--- src/logic/helix_pkg.sv ---
package helix_pkg;

  ////////////////////////////////////////////////////////////
  // Bus widths and address map
  ////////////////////////////////////////////////////////////

  localparam int ADDR_W   = 32;
  localparam int DATA_W   = 32;
  localparam int OFFSET_W = 12;

  localparam logic [ADDR_W-1:0] SOC_CTRL_BASE = 32'h4000_0000;
  localparam logic [ADDR_W-1:0] UART_BASE     = 32'h4000_1000;

  // SoC controller registers
  localparam logic [OFFSET_W-1:0] GPR0_OFS      = 12'h000;
  localparam logic [OFFSET_W-1:0] GPR1_OFS      = 12'h004;
  localparam logic [OFFSET_W-1:0] BOOT_MODE_OFS = 12'h008;

  // UART registers
  localparam logic [OFFSET_W-1:0] UART_TXDATA_OFS = 12'h000;
  localparam logic [OFFSET_W-1:0] UART_STATUS_OFS = 12'h004;

  // Short bit time keeps simulation quick
  localparam int UART_CLKS_PER_BIT = 8;
  localparam int BAUD_CNT_W        = $clog2(UART_CLKS_PER_BIT);

  ////////////////////////////////////////////////////////////
  // Bus payloads
  ////////////////////////////////////////////////////////////

  typedef struct packed {
    logic              psel;
    logic              penable;
    logic              pwrite;
    logic [ADDR_W-1:0] paddr;
    logic [DATA_W-1:0] pwdata;
  } apb_req_t;

  typedef struct packed {
    logic [DATA_W-1:0] prdata;
    logic              pready;
    logic              pslverr;
  } apb_rsp_t;

  // Full address, as seen by the link decoder
  typedef struct packed {
    logic [ADDR_W-1:0] addr;
    logic              write;
    logic [DATA_W-1:0] wdata;
  } link_req_t;

  // Window offset only, as seen by a device
  typedef struct packed {
    logic [OFFSET_W-1:0] offset;
    logic                write;
    logic [DATA_W-1:0]   wdata;
  } dev_req_t;

  typedef struct packed {
    logic [DATA_W-1:0] rdata;
    logic              err;
  } link_rsp_t;

  ////////////////////////////////////////////////////////////
  // FSM states
  ////////////////////////////////////////////////////////////

  typedef enum logic [1:0] {
    PORT_IDLE,
    PORT_WAIT_ACK,
    PORT_RELEASE,
    PORT_DONE
  } port_state_e;

  typedef enum logic [1:0] {
    TX_IDLE,
    TX_START,
    TX_DATA,
    TX_STOP
  } uart_state_e;

endpackage

--- src/logic/apb_slave_port.sv ---
module apb_slave_port (
  input  logic                 periphl_clk_i,
  input  logic                 rst_n_i,
  input  helix_pkg::apb_req_t  apb_req_i,
  output helix_pkg::apb_rsp_t  apb_rsp_o,
  output logic                 link_valid_o,
  output helix_pkg::link_req_t link_req_o,
  input  logic                 link_ack_i,
  input  helix_pkg::link_rsp_t link_rsp_i
);

  helix_pkg::port_state_e state_q;
  helix_pkg::link_req_t   req_q;
  helix_pkg::link_rsp_t   rsp_q;
  logic                   valid_q;
  logic                   accept;
  logic                   ack_seen;
  logic                   done;

  // Access phase of a new APB transfer
  assign accept = (state_q == helix_pkg::PORT_IDLE) &&
                  apb_req_i.psel && apb_req_i.penable;

  assign ack_seen = (state_q == helix_pkg::PORT_WAIT_ACK) && link_ack_i;
  assign done     = (state_q == helix_pkg::PORT_DONE);

  ////////////////////////////////////////////////////////////
  // Four-phase handshake towards the link
  ////////////////////////////////////////////////////////////

  always_ff @(posedge periphl_clk_i) begin
    if (!rst_n_i) begin
      state_q <= helix_pkg::PORT_IDLE;
      valid_q <= 1'b0;
    end else begin
      case (state_q)
        helix_pkg::PORT_IDLE: begin
          if (accept) begin
            valid_q <= 1'b1;
            state_q <= helix_pkg::PORT_WAIT_ACK;
          end
        end
        helix_pkg::PORT_WAIT_ACK: begin
          // Response is valid with ack, so req may drop now
          if (link_ack_i) begin
            valid_q <= 1'b0;
            state_q <= helix_pkg::PORT_RELEASE;
          end
        end
        helix_pkg::PORT_RELEASE: begin
          if (!link_ack_i) begin
            state_q <= helix_pkg::PORT_DONE;
          end
        end
        helix_pkg::PORT_DONE: begin
          state_q <= helix_pkg::PORT_IDLE;
        end
        default: begin
          state_q <= helix_pkg::PORT_IDLE;
        end
      endcase
    end
  end

  // Request held from accept until the next transfer
  always_ff @(posedge periphl_clk_i) begin
    if (accept) begin
      req_q.addr  <= apb_req_i.paddr;
      req_q.write <= apb_req_i.pwrite;
      req_q.wdata <= apb_req_i.pwdata;
    end
  end

  // Read data and error captured on the ack edge
  always_ff @(posedge periphl_clk_i) begin
    if (ack_seen) begin
      rsp_q <= link_rsp_i;
    end
  end

  assign link_valid_o = valid_q;
  assign link_req_o   = req_q;

  ////////////////////////////////////////////////////////////
  // APB response
  ////////////////////////////////////////////////////////////

  // pready lasts only the DONE cycle
  always_comb begin
    apb_rsp_o.prdata  = rsp_q.rdata;
    apb_rsp_o.pready  = done;
    apb_rsp_o.pslverr = done & rsp_q.err;
  end

endmodule

--- src/logic/periph_link.sv ---
module periph_link (
  input  logic                 periphl_clk_i,
  input  logic                 rst_n_i,
  // From the APB port
  input  logic                 link_valid_i,
  input  helix_pkg::link_req_t link_req_i,
  output logic                 link_ack_o,
  output helix_pkg::link_rsp_t link_rsp_o,
  // SoC controller window
  output logic                 ctrl_valid_o,
  output helix_pkg::dev_req_t  ctrl_req_o,
  input  logic                 ctrl_ack_i,
  input  helix_pkg::link_rsp_t ctrl_rsp_i,
  // UART window
  output logic                 uart_valid_o,
  output helix_pkg::dev_req_t  uart_req_o,
  input  logic                 uart_ack_i,
  input  helix_pkg::link_rsp_t uart_rsp_i
);

  logic                 sel_ctrl;
  logic                 sel_uart;
  logic                 ack_d;
  logic                 ack_q;
  helix_pkg::link_rsp_t rsp_d;
  helix_pkg::link_rsp_t rsp_q;
  helix_pkg::dev_req_t  dev_req;

  ////////////////////////////////////////////////////////////
  // Window decode
  ////////////////////////////////////////////////////////////

  // Compare the upper address bits against each 4 KiB base
  assign sel_ctrl = link_req_i.addr[helix_pkg::ADDR_W-1:helix_pkg::OFFSET_W] ==
                    helix_pkg::SOC_CTRL_BASE[helix_pkg::ADDR_W-1:helix_pkg::OFFSET_W];
  assign sel_uart = link_req_i.addr[helix_pkg::ADDR_W-1:helix_pkg::OFFSET_W] ==
                    helix_pkg::UART_BASE[helix_pkg::ADDR_W-1:helix_pkg::OFFSET_W];

  // Both devices see the same offset request
  always_comb begin
    dev_req.offset = link_req_i.addr[helix_pkg::OFFSET_W-1:0];
    dev_req.write  = link_req_i.write;
    dev_req.wdata  = link_req_i.wdata;
  end

  assign ctrl_req_o   = dev_req;
  assign uart_req_o   = dev_req;
  assign ctrl_valid_o = link_valid_i & sel_ctrl;
  assign uart_valid_o = link_valid_i & sel_uart;

  ////////////////////////////////////////////////////////////
  // Response path
  ////////////////////////////////////////////////////////////

  // Unmapped window answers by itself, one cycle behind req
  always_comb begin
    if (sel_ctrl) begin
      ack_d = ctrl_ack_i;
      rsp_d = ctrl_rsp_i;
    end else if (sel_uart) begin
      ack_d = uart_ack_i;
      rsp_d = uart_rsp_i;
    end else begin
      ack_d       = link_valid_i;
      rsp_d.rdata = '0;
      rsp_d.err   = 1'b1;
    end
  end

  always_ff @(posedge periphl_clk_i) begin
    if (!rst_n_i) begin
      ack_q <= 1'b0;
    end else begin
      ack_q <= ack_d;
    end
  end

  always_ff @(posedge periphl_clk_i) begin
    rsp_q <= rsp_d;
  end

  assign link_ack_o = ack_q;
  assign link_rsp_o = rsp_q;

endmodule

--- src/logic/soc_ctrl_regs.sv ---
module soc_ctrl_regs (
  input  logic                         periphl_clk_i,
  input  logic                         rst_n_i,
  input  logic                         req_valid_i,
  input  helix_pkg::dev_req_t          req_i,
  output logic                         ack_o,
  output helix_pkg::link_rsp_t         rsp_o,
  input  logic                         boot_mode_i,
  output logic [helix_pkg::DATA_W-1:0] gpr0_o,
  output logic [helix_pkg::DATA_W-1:0] gpr1_o
);

  logic                         ack_q;
  logic                         access;
  logic                         wr_ok;
  logic                         rd_err;
  logic [helix_pkg::DATA_W-1:0] rd_data;
  logic [helix_pkg::DATA_W-1:0] gpr0_q;
  logic [helix_pkg::DATA_W-1:0] gpr1_q;
  helix_pkg::link_rsp_t         rsp_q;

  // First cycle of a request, before ack has risen
  assign access = req_valid_i & ~ack_q;

  ////////////////////////////////////////////////////////////
  // Offset decode
  ////////////////////////////////////////////////////////////

  always_comb begin
    rd_data = '0;
    rd_err  = 1'b0;
    case (req_i.offset)
      helix_pkg::GPR0_OFS:      rd_data = gpr0_q;
      helix_pkg::GPR1_OFS:      rd_data = gpr1_q;
      helix_pkg::BOOT_MODE_OFS: rd_data = {{(helix_pkg::DATA_W-1){1'b0}}, boot_mode_i};
      default:                  rd_err  = 1'b1;
    endcase
  end

  // Only the two GPRs take writes, boot mode is a status bit
  assign wr_ok = (req_i.offset == helix_pkg::GPR0_OFS) ||
                 (req_i.offset == helix_pkg::GPR1_OFS);

  ////////////////////////////////////////////////////////////
  // Registers and handshake
  ////////////////////////////////////////////////////////////

  always_ff @(posedge periphl_clk_i) begin
    if (!rst_n_i) begin
      ack_q  <= 1'b0;
      gpr0_q <= '0;
      gpr1_q <= '0;
    end else begin
      ack_q <= req_valid_i;
      if (access && req_i.write) begin
        if (req_i.offset == helix_pkg::GPR0_OFS) begin
          gpr0_q <= req_i.wdata;
        end
        if (req_i.offset == helix_pkg::GPR1_OFS) begin
          gpr1_q <= req_i.wdata;
        end
      end
    end
  end

  // Response settles together with ack
  always_ff @(posedge periphl_clk_i) begin
    if (access) begin
      rsp_q.rdata <= req_i.write ? '0 : rd_data;
      rsp_q.err   <= req_i.write ? ~wr_ok : rd_err;
    end
  end

  assign ack_o  = ack_q;
  assign rsp_o  = rsp_q;
  assign gpr0_o = gpr0_q;
  assign gpr1_o = gpr1_q;

endmodule

--- src/logic/uart_tx.sv ---
module uart_tx (
  input  logic                 periphl_clk_i,
  input  logic                 rst_n_i,
  input  logic                 req_valid_i,
  input  helix_pkg::dev_req_t  req_i,
  output logic                 ack_o,
  output helix_pkg::link_rsp_t rsp_o,
  output logic                 tx_o
);

  helix_pkg::uart_state_e           state_q;
  helix_pkg::link_rsp_t             rsp_q;
  logic                             ack_q;
  logic                             access;
  logic                             busy;
  logic                             is_txdata;
  logic                             is_status;
  logic                             load;
  logic                             bit_end;
  logic [helix_pkg::BAUD_CNT_W-1:0] baud_q;
  logic [2:0]                       bit_q;
  logic [7:0]                       shift_q;

  assign access    = req_valid_i & ~ack_q;
  assign busy      = state_q != helix_pkg::TX_IDLE;
  assign is_txdata = req_i.offset == helix_pkg::UART_TXDATA_OFS;
  assign is_status = req_i.offset == helix_pkg::UART_STATUS_OFS;

  // a byte is only taken while the shifter is idle
  assign load    = access & req_i.write & is_txdata & ~busy;
  assign bit_end = baud_q == helix_pkg::BAUD_CNT_W'(helix_pkg::UART_CLKS_PER_BIT - 1);

  ////////////////////////////////////////////////////////////
  // Register access
  ////////////////////////////////////////////////////////////

  always_ff @(posedge periphl_clk_i) begin
    if (!rst_n_i) begin
      ack_q <= 1'b0;
    end else begin
      ack_q <= req_valid_i;
    end
  end

  always_ff @(posedge periphl_clk_i) begin
    if (access) begin
      rsp_q.rdata <= '0;
      rsp_q.err   <= 1'b0;
      if (req_i.write) begin
        // Busy writes are dropped and flagged
        if (!is_txdata || busy) begin
          rsp_q.err <= 1'b1;
        end
      end else if (is_status) begin
        rsp_q.rdata <= {{(helix_pkg::DATA_W-1){1'b0}}, busy};
      end else begin
        rsp_q.err <= 1'b1;
      end
    end
  end

  ////////////////////////////////////////////////////////////
  // Serial shifter
  ////////////////////////////////////////////////////////////

  always_ff @(posedge periphl_clk_i) begin
    if (!rst_n_i) begin
      state_q <= helix_pkg::TX_IDLE;
      baud_q  <= '0;
      bit_q   <= '0;
    end else begin
      baud_q <= bit_end ? '0 : baud_q + 1'b1;
      case (state_q)
        helix_pkg::TX_IDLE: begin
          baud_q <= '0;
          if (load) begin
            state_q <= helix_pkg::TX_START;
          end
        end
        helix_pkg::TX_START: begin
          if (bit_end) begin
            bit_q   <= '0;
            state_q <= helix_pkg::TX_DATA;
          end
        end
        helix_pkg::TX_DATA: begin
          if (bit_end) begin
            bit_q <= bit_q + 1'b1;
            // LSB first, eight bits
            if (bit_q == 3'd7) begin
              state_q <= helix_pkg::TX_STOP;
            end
          end
        end
        helix_pkg::TX_STOP: begin
          if (bit_end) begin
            state_q <= helix_pkg::TX_IDLE;
          end
        end
        default: begin
          state_q <= helix_pkg::TX_IDLE;
        end
      endcase
    end
  end

  always_ff @(posedge periphl_clk_i) begin
    if (load) begin
      shift_q <= req_i.wdata[7:0];
    end else if ((state_q == helix_pkg::TX_DATA) && bit_end) begin
      shift_q <= {1'b0, shift_q[7:1]};
    end
  end

  // Line idles high
  always_comb begin
    case (state_q)
      helix_pkg::TX_START: tx_o = 1'b0;
      helix_pkg::TX_DATA:  tx_o = shift_q[0];
      default:             tx_o = 1'b1;
    endcase
  end

  assign ack_o = ack_q;
  assign rsp_o = rsp_q;

endmodule

--- src/logic/periph_soc_top.sv ---
module periph_soc_top (
  input  logic                         periphl_clk_i,
  input  logic                         rst_n_i,
  input  helix_pkg::apb_req_t          apb_req_i,
  output helix_pkg::apb_rsp_t          apb_rsp_o,
  input  logic                         boot_mode_i,
  output logic                         uart_tx_o,
  output logic [helix_pkg::DATA_W-1:0] gpr0_o,
  output logic [helix_pkg::DATA_W-1:0] gpr1_o
);

  logic                 link_valid;
  helix_pkg::link_req_t link_req;
  logic                 link_ack;
  helix_pkg::link_rsp_t link_rsp;

  logic                 ctrl_valid;
  helix_pkg::dev_req_t  ctrl_req;
  logic                 ctrl_ack;
  helix_pkg::link_rsp_t ctrl_rsp;

  logic                 uart_valid;
  helix_pkg::dev_req_t  uart_req;
  logic                 uart_ack;
  helix_pkg::link_rsp_t uart_rsp;

  ////////////////////////////////////////////////////////////
  // APB port and peripheral link
  ////////////////////////////////////////////////////////////

  apb_slave_port u_apb_port (
    .periphl_clk_i(periphl_clk_i),
    .rst_n_i      (rst_n_i),
    .apb_req_i    (apb_req_i),
    .apb_rsp_o    (apb_rsp_o),
    .link_valid_o (link_valid),
    .link_req_o   (link_req),
    .link_ack_i   (link_ack),
    .link_rsp_i   (link_rsp)
  );

  periph_link u_periph_link (
    .periphl_clk_i(periphl_clk_i),
    .rst_n_i      (rst_n_i),
    .link_valid_i (link_valid),
    .link_req_i   (link_req),
    .link_ack_o   (link_ack),
    .link_rsp_o   (link_rsp),
    .ctrl_valid_o (ctrl_valid),
    .ctrl_req_o   (ctrl_req),
    .ctrl_ack_i   (ctrl_ack),
    .ctrl_rsp_i   (ctrl_rsp),
    .uart_valid_o (uart_valid),
    .uart_req_o   (uart_req),
    .uart_ack_i   (uart_ack),
    .uart_rsp_i   (uart_rsp)
  );

  ////////////////////////////////////////////////////////////
  // Devices
  ////////////////////////////////////////////////////////////

  soc_ctrl_regs u_soc_ctrl (
    .periphl_clk_i(periphl_clk_i),
    .rst_n_i      (rst_n_i),
    .req_valid_i  (ctrl_valid),
    .req_i        (ctrl_req),
    .ack_o        (ctrl_ack),
    .rsp_o        (ctrl_rsp),
    .boot_mode_i  (boot_mode_i),
    .gpr0_o       (gpr0_o),
    .gpr1_o       (gpr1_o)
  );

  uart_tx u_uart_tx (
    .periphl_clk_i(periphl_clk_i),
    .rst_n_i      (rst_n_i),
    .req_valid_i  (uart_valid),
    .req_i        (uart_req),
    .ack_o        (uart_ack),
    .rsp_o        (uart_rsp),
    .tx_o         (uart_tx_o)
  );

endmodule

--- config.mk ---
export PLATFORM = sky130hd
export DESIGN_NAME = periph_soc_top
export DESIGN_NICKNAME = d
export VERILOG_FILES = /design/src/logic/helix_pkg.sv /design/src/logic/apb_slave_port.sv /design/src/logic/periph_link.sv /design/src/logic/soc_ctrl_regs.sv /design/src/logic/uart_tx.sv /design/src/logic/periph_soc_top.sv
export SDC_FILE = /design/constraint.sdc
export NUM_CORES = 1
export LEC_CHECK = 0
export ABC_CLOCK_PERIOD_IN_PS = 6780
export BUFFER_PORTS_ARGS = -buffer_cell sky130_fd_sc_hd__buf_2
export CAP_MARGIN = 20
export CELL_PAD_IN_SITES_DETAIL_PLACEMENT = 0
export CELL_PAD_IN_SITES_GLOBAL_PLACEMENT = 1
export CORE_MARGIN = 1.5
export CORE_UTILIZATION = 45
export CTS_CLUSTER_SIZE = 24
export DETAILED_ROUTE_END_ITERATION = 7
export GPL_TIMING_DRIVEN = 1
export PLACE_DENSITY_LB_ADDON = 0.12
export SLEW_MARGIN = 5
export SYNTH_ARGS = -nofsm -noshare
export SYNTH_HDL_FRONTEND = slang
export SYNTH_SLANG_ARGS = --single-unit
--- constraint.sdc ---
create_clock -name periphl_clk_i -period 6.78 [get_ports periphl_clk_i]
set_input_delay 0.339 -clock periphl_clk_i [delete_from_list [all_inputs] [get_ports periphl_clk_i]]
set_output_delay 0.339 -clock periphl_clk_i [all_outputs]
set_load 0.01 [all_outputs]
==> results.yml <==
routing:
  num_vias: 6026
  wire_per_inst_um: 16.8
  viasPerCell: 4.99
  ant_nets: 0
  drt-pass1-iter-count: 5
  drc: 0
  drt_wl_total_um: 20300
  drt_iter0_drc: 272
timing:
  maxSlewViolCount: 0
  worst_slew_pin_slew_ns: 0.984
  slew_headroom: 0.344
  finalHoldViolations: 0
  min_period_ns: 3.09
  finalSetupViolCount: 0
  finalClockSkew_ns: 0.0142
  setup_tns_ns: 0
  fin_crit_sh: 0.455
  rsz0062_at_grt: "false"
  fmax_ghz: 0.324
global_routing:
  grt.total_usage: 0.186
  grt_pass1_wl_um: 31900
  grt_max_degree: 74
  grt_overflow_total: 0
  antenna_found_initial: 0
  grt_pass1_vias: 6064
place:
  portBuffers: 168
  globalplace.congestion: 0.756
  placed_cells: 1095
  hpwlAfterDp_um: 12700
setup_path:
  crit_slowest_cell: "or4_2"
  start_kind: "flip-flop"
  critPathCaptureType: "flip-flop"
  critical_path_buf_inv_count: 1
  crit_path_max_fanout: 18
  worstPathRequired_ns: 7.18
  path_cells: "nor4_1, nand3b_1, or4_2, buf_12, mux2i_1"
  max_stage_delay_ns: 1.04
  cp_data_arrival_time_ns: 3.48
  crit_family: "simple AND/OR/NAND/NOR gates"
  path_class: "flip-flop to flip-flop"
floorplanning:
  num_rows: 52
  start_util: 0.463
  die-area_sq_um: 21800
  die_y_um: 148
  io_pins: 169
  die_x_um: 148
  coreArea_sq_um: 20400
yosys:
  ys_seq_area_frac: 0.685
  synth-main-ff-cell: "edfxtp_1"
  yosysWarnings: 0
  syn_avg_cell_area_sq_um: 13.1
  synth_top_area_share: 0.450
  ys_types: 44
  synth_edf_count: 141
  ys_seq_elements: 252
  synth_nets: 803
  synth_area_leaders: "edfxtp_1, dfxtp_1, mux2i_1, nand2_1, buf_4"
  synth_cells: 720
  post-synth-top-count-cell: "edfxtp_1"
  yosysTopAreaCell: "edfxtp_1"
  synthesis.area_sq_um: 9420
  async_reset_ff_frac: 0
  synth_commonest_cells: "edfxtp_1, dfxtp_1, nand2_1"
flow_run:
  maxCapViolCount: 0
clocking:
  clk_pin_slew_ns: 0.06
  cts_made_buffers: 26
  cts_tree: "done"
  cts_htree_levels: 1
  worstSkewPairLatency_ns: 0.52
  cts_setup_buffers: 0
  cts-root-buf: "clkbuf_16"
  cts_buffer_depth: 3
  cts_num_sinks: 252
pwr:
  p_leak_nw: 4.67
  powerDensity_nw_per_um2: 289
  peakVddDrop_mv: 0.185
status:
  outcome: "complete, no violations"
layout:
  syn_to_final_growth_pct: 25.8
  fin_cells: 1208
  n_antenna_cell: 0
  drive_gt1_frac: 0.251
  fin_nets: 1001
worst_hold_path:
  hp-class: "input port to flip-flop"
## sequential cells by signal, summed over array words and instances, names as in the netlist, 2 cells and up
name	cells
u_apb_port.link_req_o	65
u_periph_link.link_rsp_o	33
u_soc_ctrl.rsp_o	33
u_apb_port.apb_rsp_o	32
u_soc_ctrl.gpr0_o	32
u_soc_ctrl.gpr1_o	32
u_uart_tx.shift_q	8
u_uart_tx.baud_q	3
u_uart_tx.bit_q	3
u_apb_port.state_q	2
u_uart_tx.rsp_o	2
u_uart_tx.state_q	2
## where the power goes
part | total [mW] | switching, mW | internal [mW]
logic | 0.197 | 0.118 | 0.0786
clock network | 1.52 | 0.569 | 0.948
registers | 1.71 | 0.0300 | 1.68
total | 3.43 | 0.717 | 2.71
## cells by family (layout without fill, tap and decap cells)
family,count (synthesis),after routing,synth area share
flops,252,252,0.685
simple gates,241,241,0.123
buf+inv,83,301,0.0499
mux,76,76,0.0817
compound gates,55,55,0.0425
fa+ha+maj,13,13,0.0173
## final cells by class
type	instances	area [sq um]
Inverter	12	45.0
Timing Repair Buffer	241	1570
Multi-Input combinational cell	385	2510
Fill cell	1698	8520
Clock buffer	34	732
Tap cell	270	338
Clock inverter	14	196
Sequential cell	252	6460
## metrics by stage
step | utilization | setup slack [ns] | cell area (sq um) | hold WS [ns] | total power, mW
after floorplan | - | 1.87 | 9420 | 0.386 | 1.85
after global placement | 0.503 | 3.38 | 10300 | 0.386 | 1.91
after detailed placement | 0.503 | 3.27 | 10300 | 0.389 | 1.92
after CTS | 0.578 | 3.26 | 11800 | 0.000446 | 3.46
after global routing | 0.582 | 3.47 | 11800 | 0.00210 | 3.55
final | 0.582 | 3.69 | 11800 | 0.0165 | 3.43
## layer usage
layer | vias up | wire [um] | GRT usage | part of all wire
met3 | 30 | 983 | 0.0327 | 0.048
li1 | 2954 | - | - | -
met1 | 2878 | 8740 | 0.234 | 0.43
met2 | 164 | 10100 | 0.327 | 0.50
met4 | 0 | 521 | 0.0565 | 0.026
met5 | - | 0 | 0 | 0
## worst paths after layout
check | slack [ns] | startpoint | to | depth (start not counted)
hold reg to reg | 0.40 | u_periph_link.link_rsp_o[27]$_SDFF_PP0_ | u_apb_port.apb_rsp_o[28]$_DFFE_PP_ | 0
setup / recovery | 3.69 | u_apb_port.link_req_o[46]$_DFFE_PP_ | u_soc_ctrl.gpr0_o[12]$_SDFFE_PN0P_ | 5
setup reg to reg | 3.69 | u_apb_port.link_req_o[46]$_DFFE_PP_ | u_soc_ctrl.gpr0_o[12]$_SDFFE_PN0P_ | 5
hold / removal | 0.02 | apb_req_i[17] | u_apb_port.link_req_o[17]$_DFFE_PP_ | 1
## cell usage in the layout (no fill, tap or decap), drive strengths merged, types with 3 or more instances in the layout
| cell type | netlist | layout |
|---|---|---|
| mux2i | 69 | 69 |
| dlygate4sd3 | 0 | 62 |
| nor3 | 5 | 5 |
| and2 | 5 | 5 |
| or4 | 7 | 7 |
| nand2 | 105 | 105 |
| nand4 | 4 | 4 |
| and3 | 33 | 33 |
| edfxtp | 141 | 141 |
| a21oi | 3 | 3 |
| nor4 | 15 | 15 |
| nand3 | 10 | 10 |
| bufinv | 0 | 5 |
| clkinv | 1 | 9 |
| a22oi | 34 | 34 |
| buf | 40 | 179 |
| ha | 13 | 13 |
| nor2 | 43 | 43 |
| mux2 | 7 | 7 |
| o21ai | 6 | 6 |
| inv | 11 | 11 |
| dfxtp | 111 | 111 |
| clkbuf | 31 | 34 |
## timing repair
action,CTS,global route
endpoints found under the hold margin,59,3
gates resized for setup,0,0
hold buffers,59,3
Power figures use the tool's default switching activity.
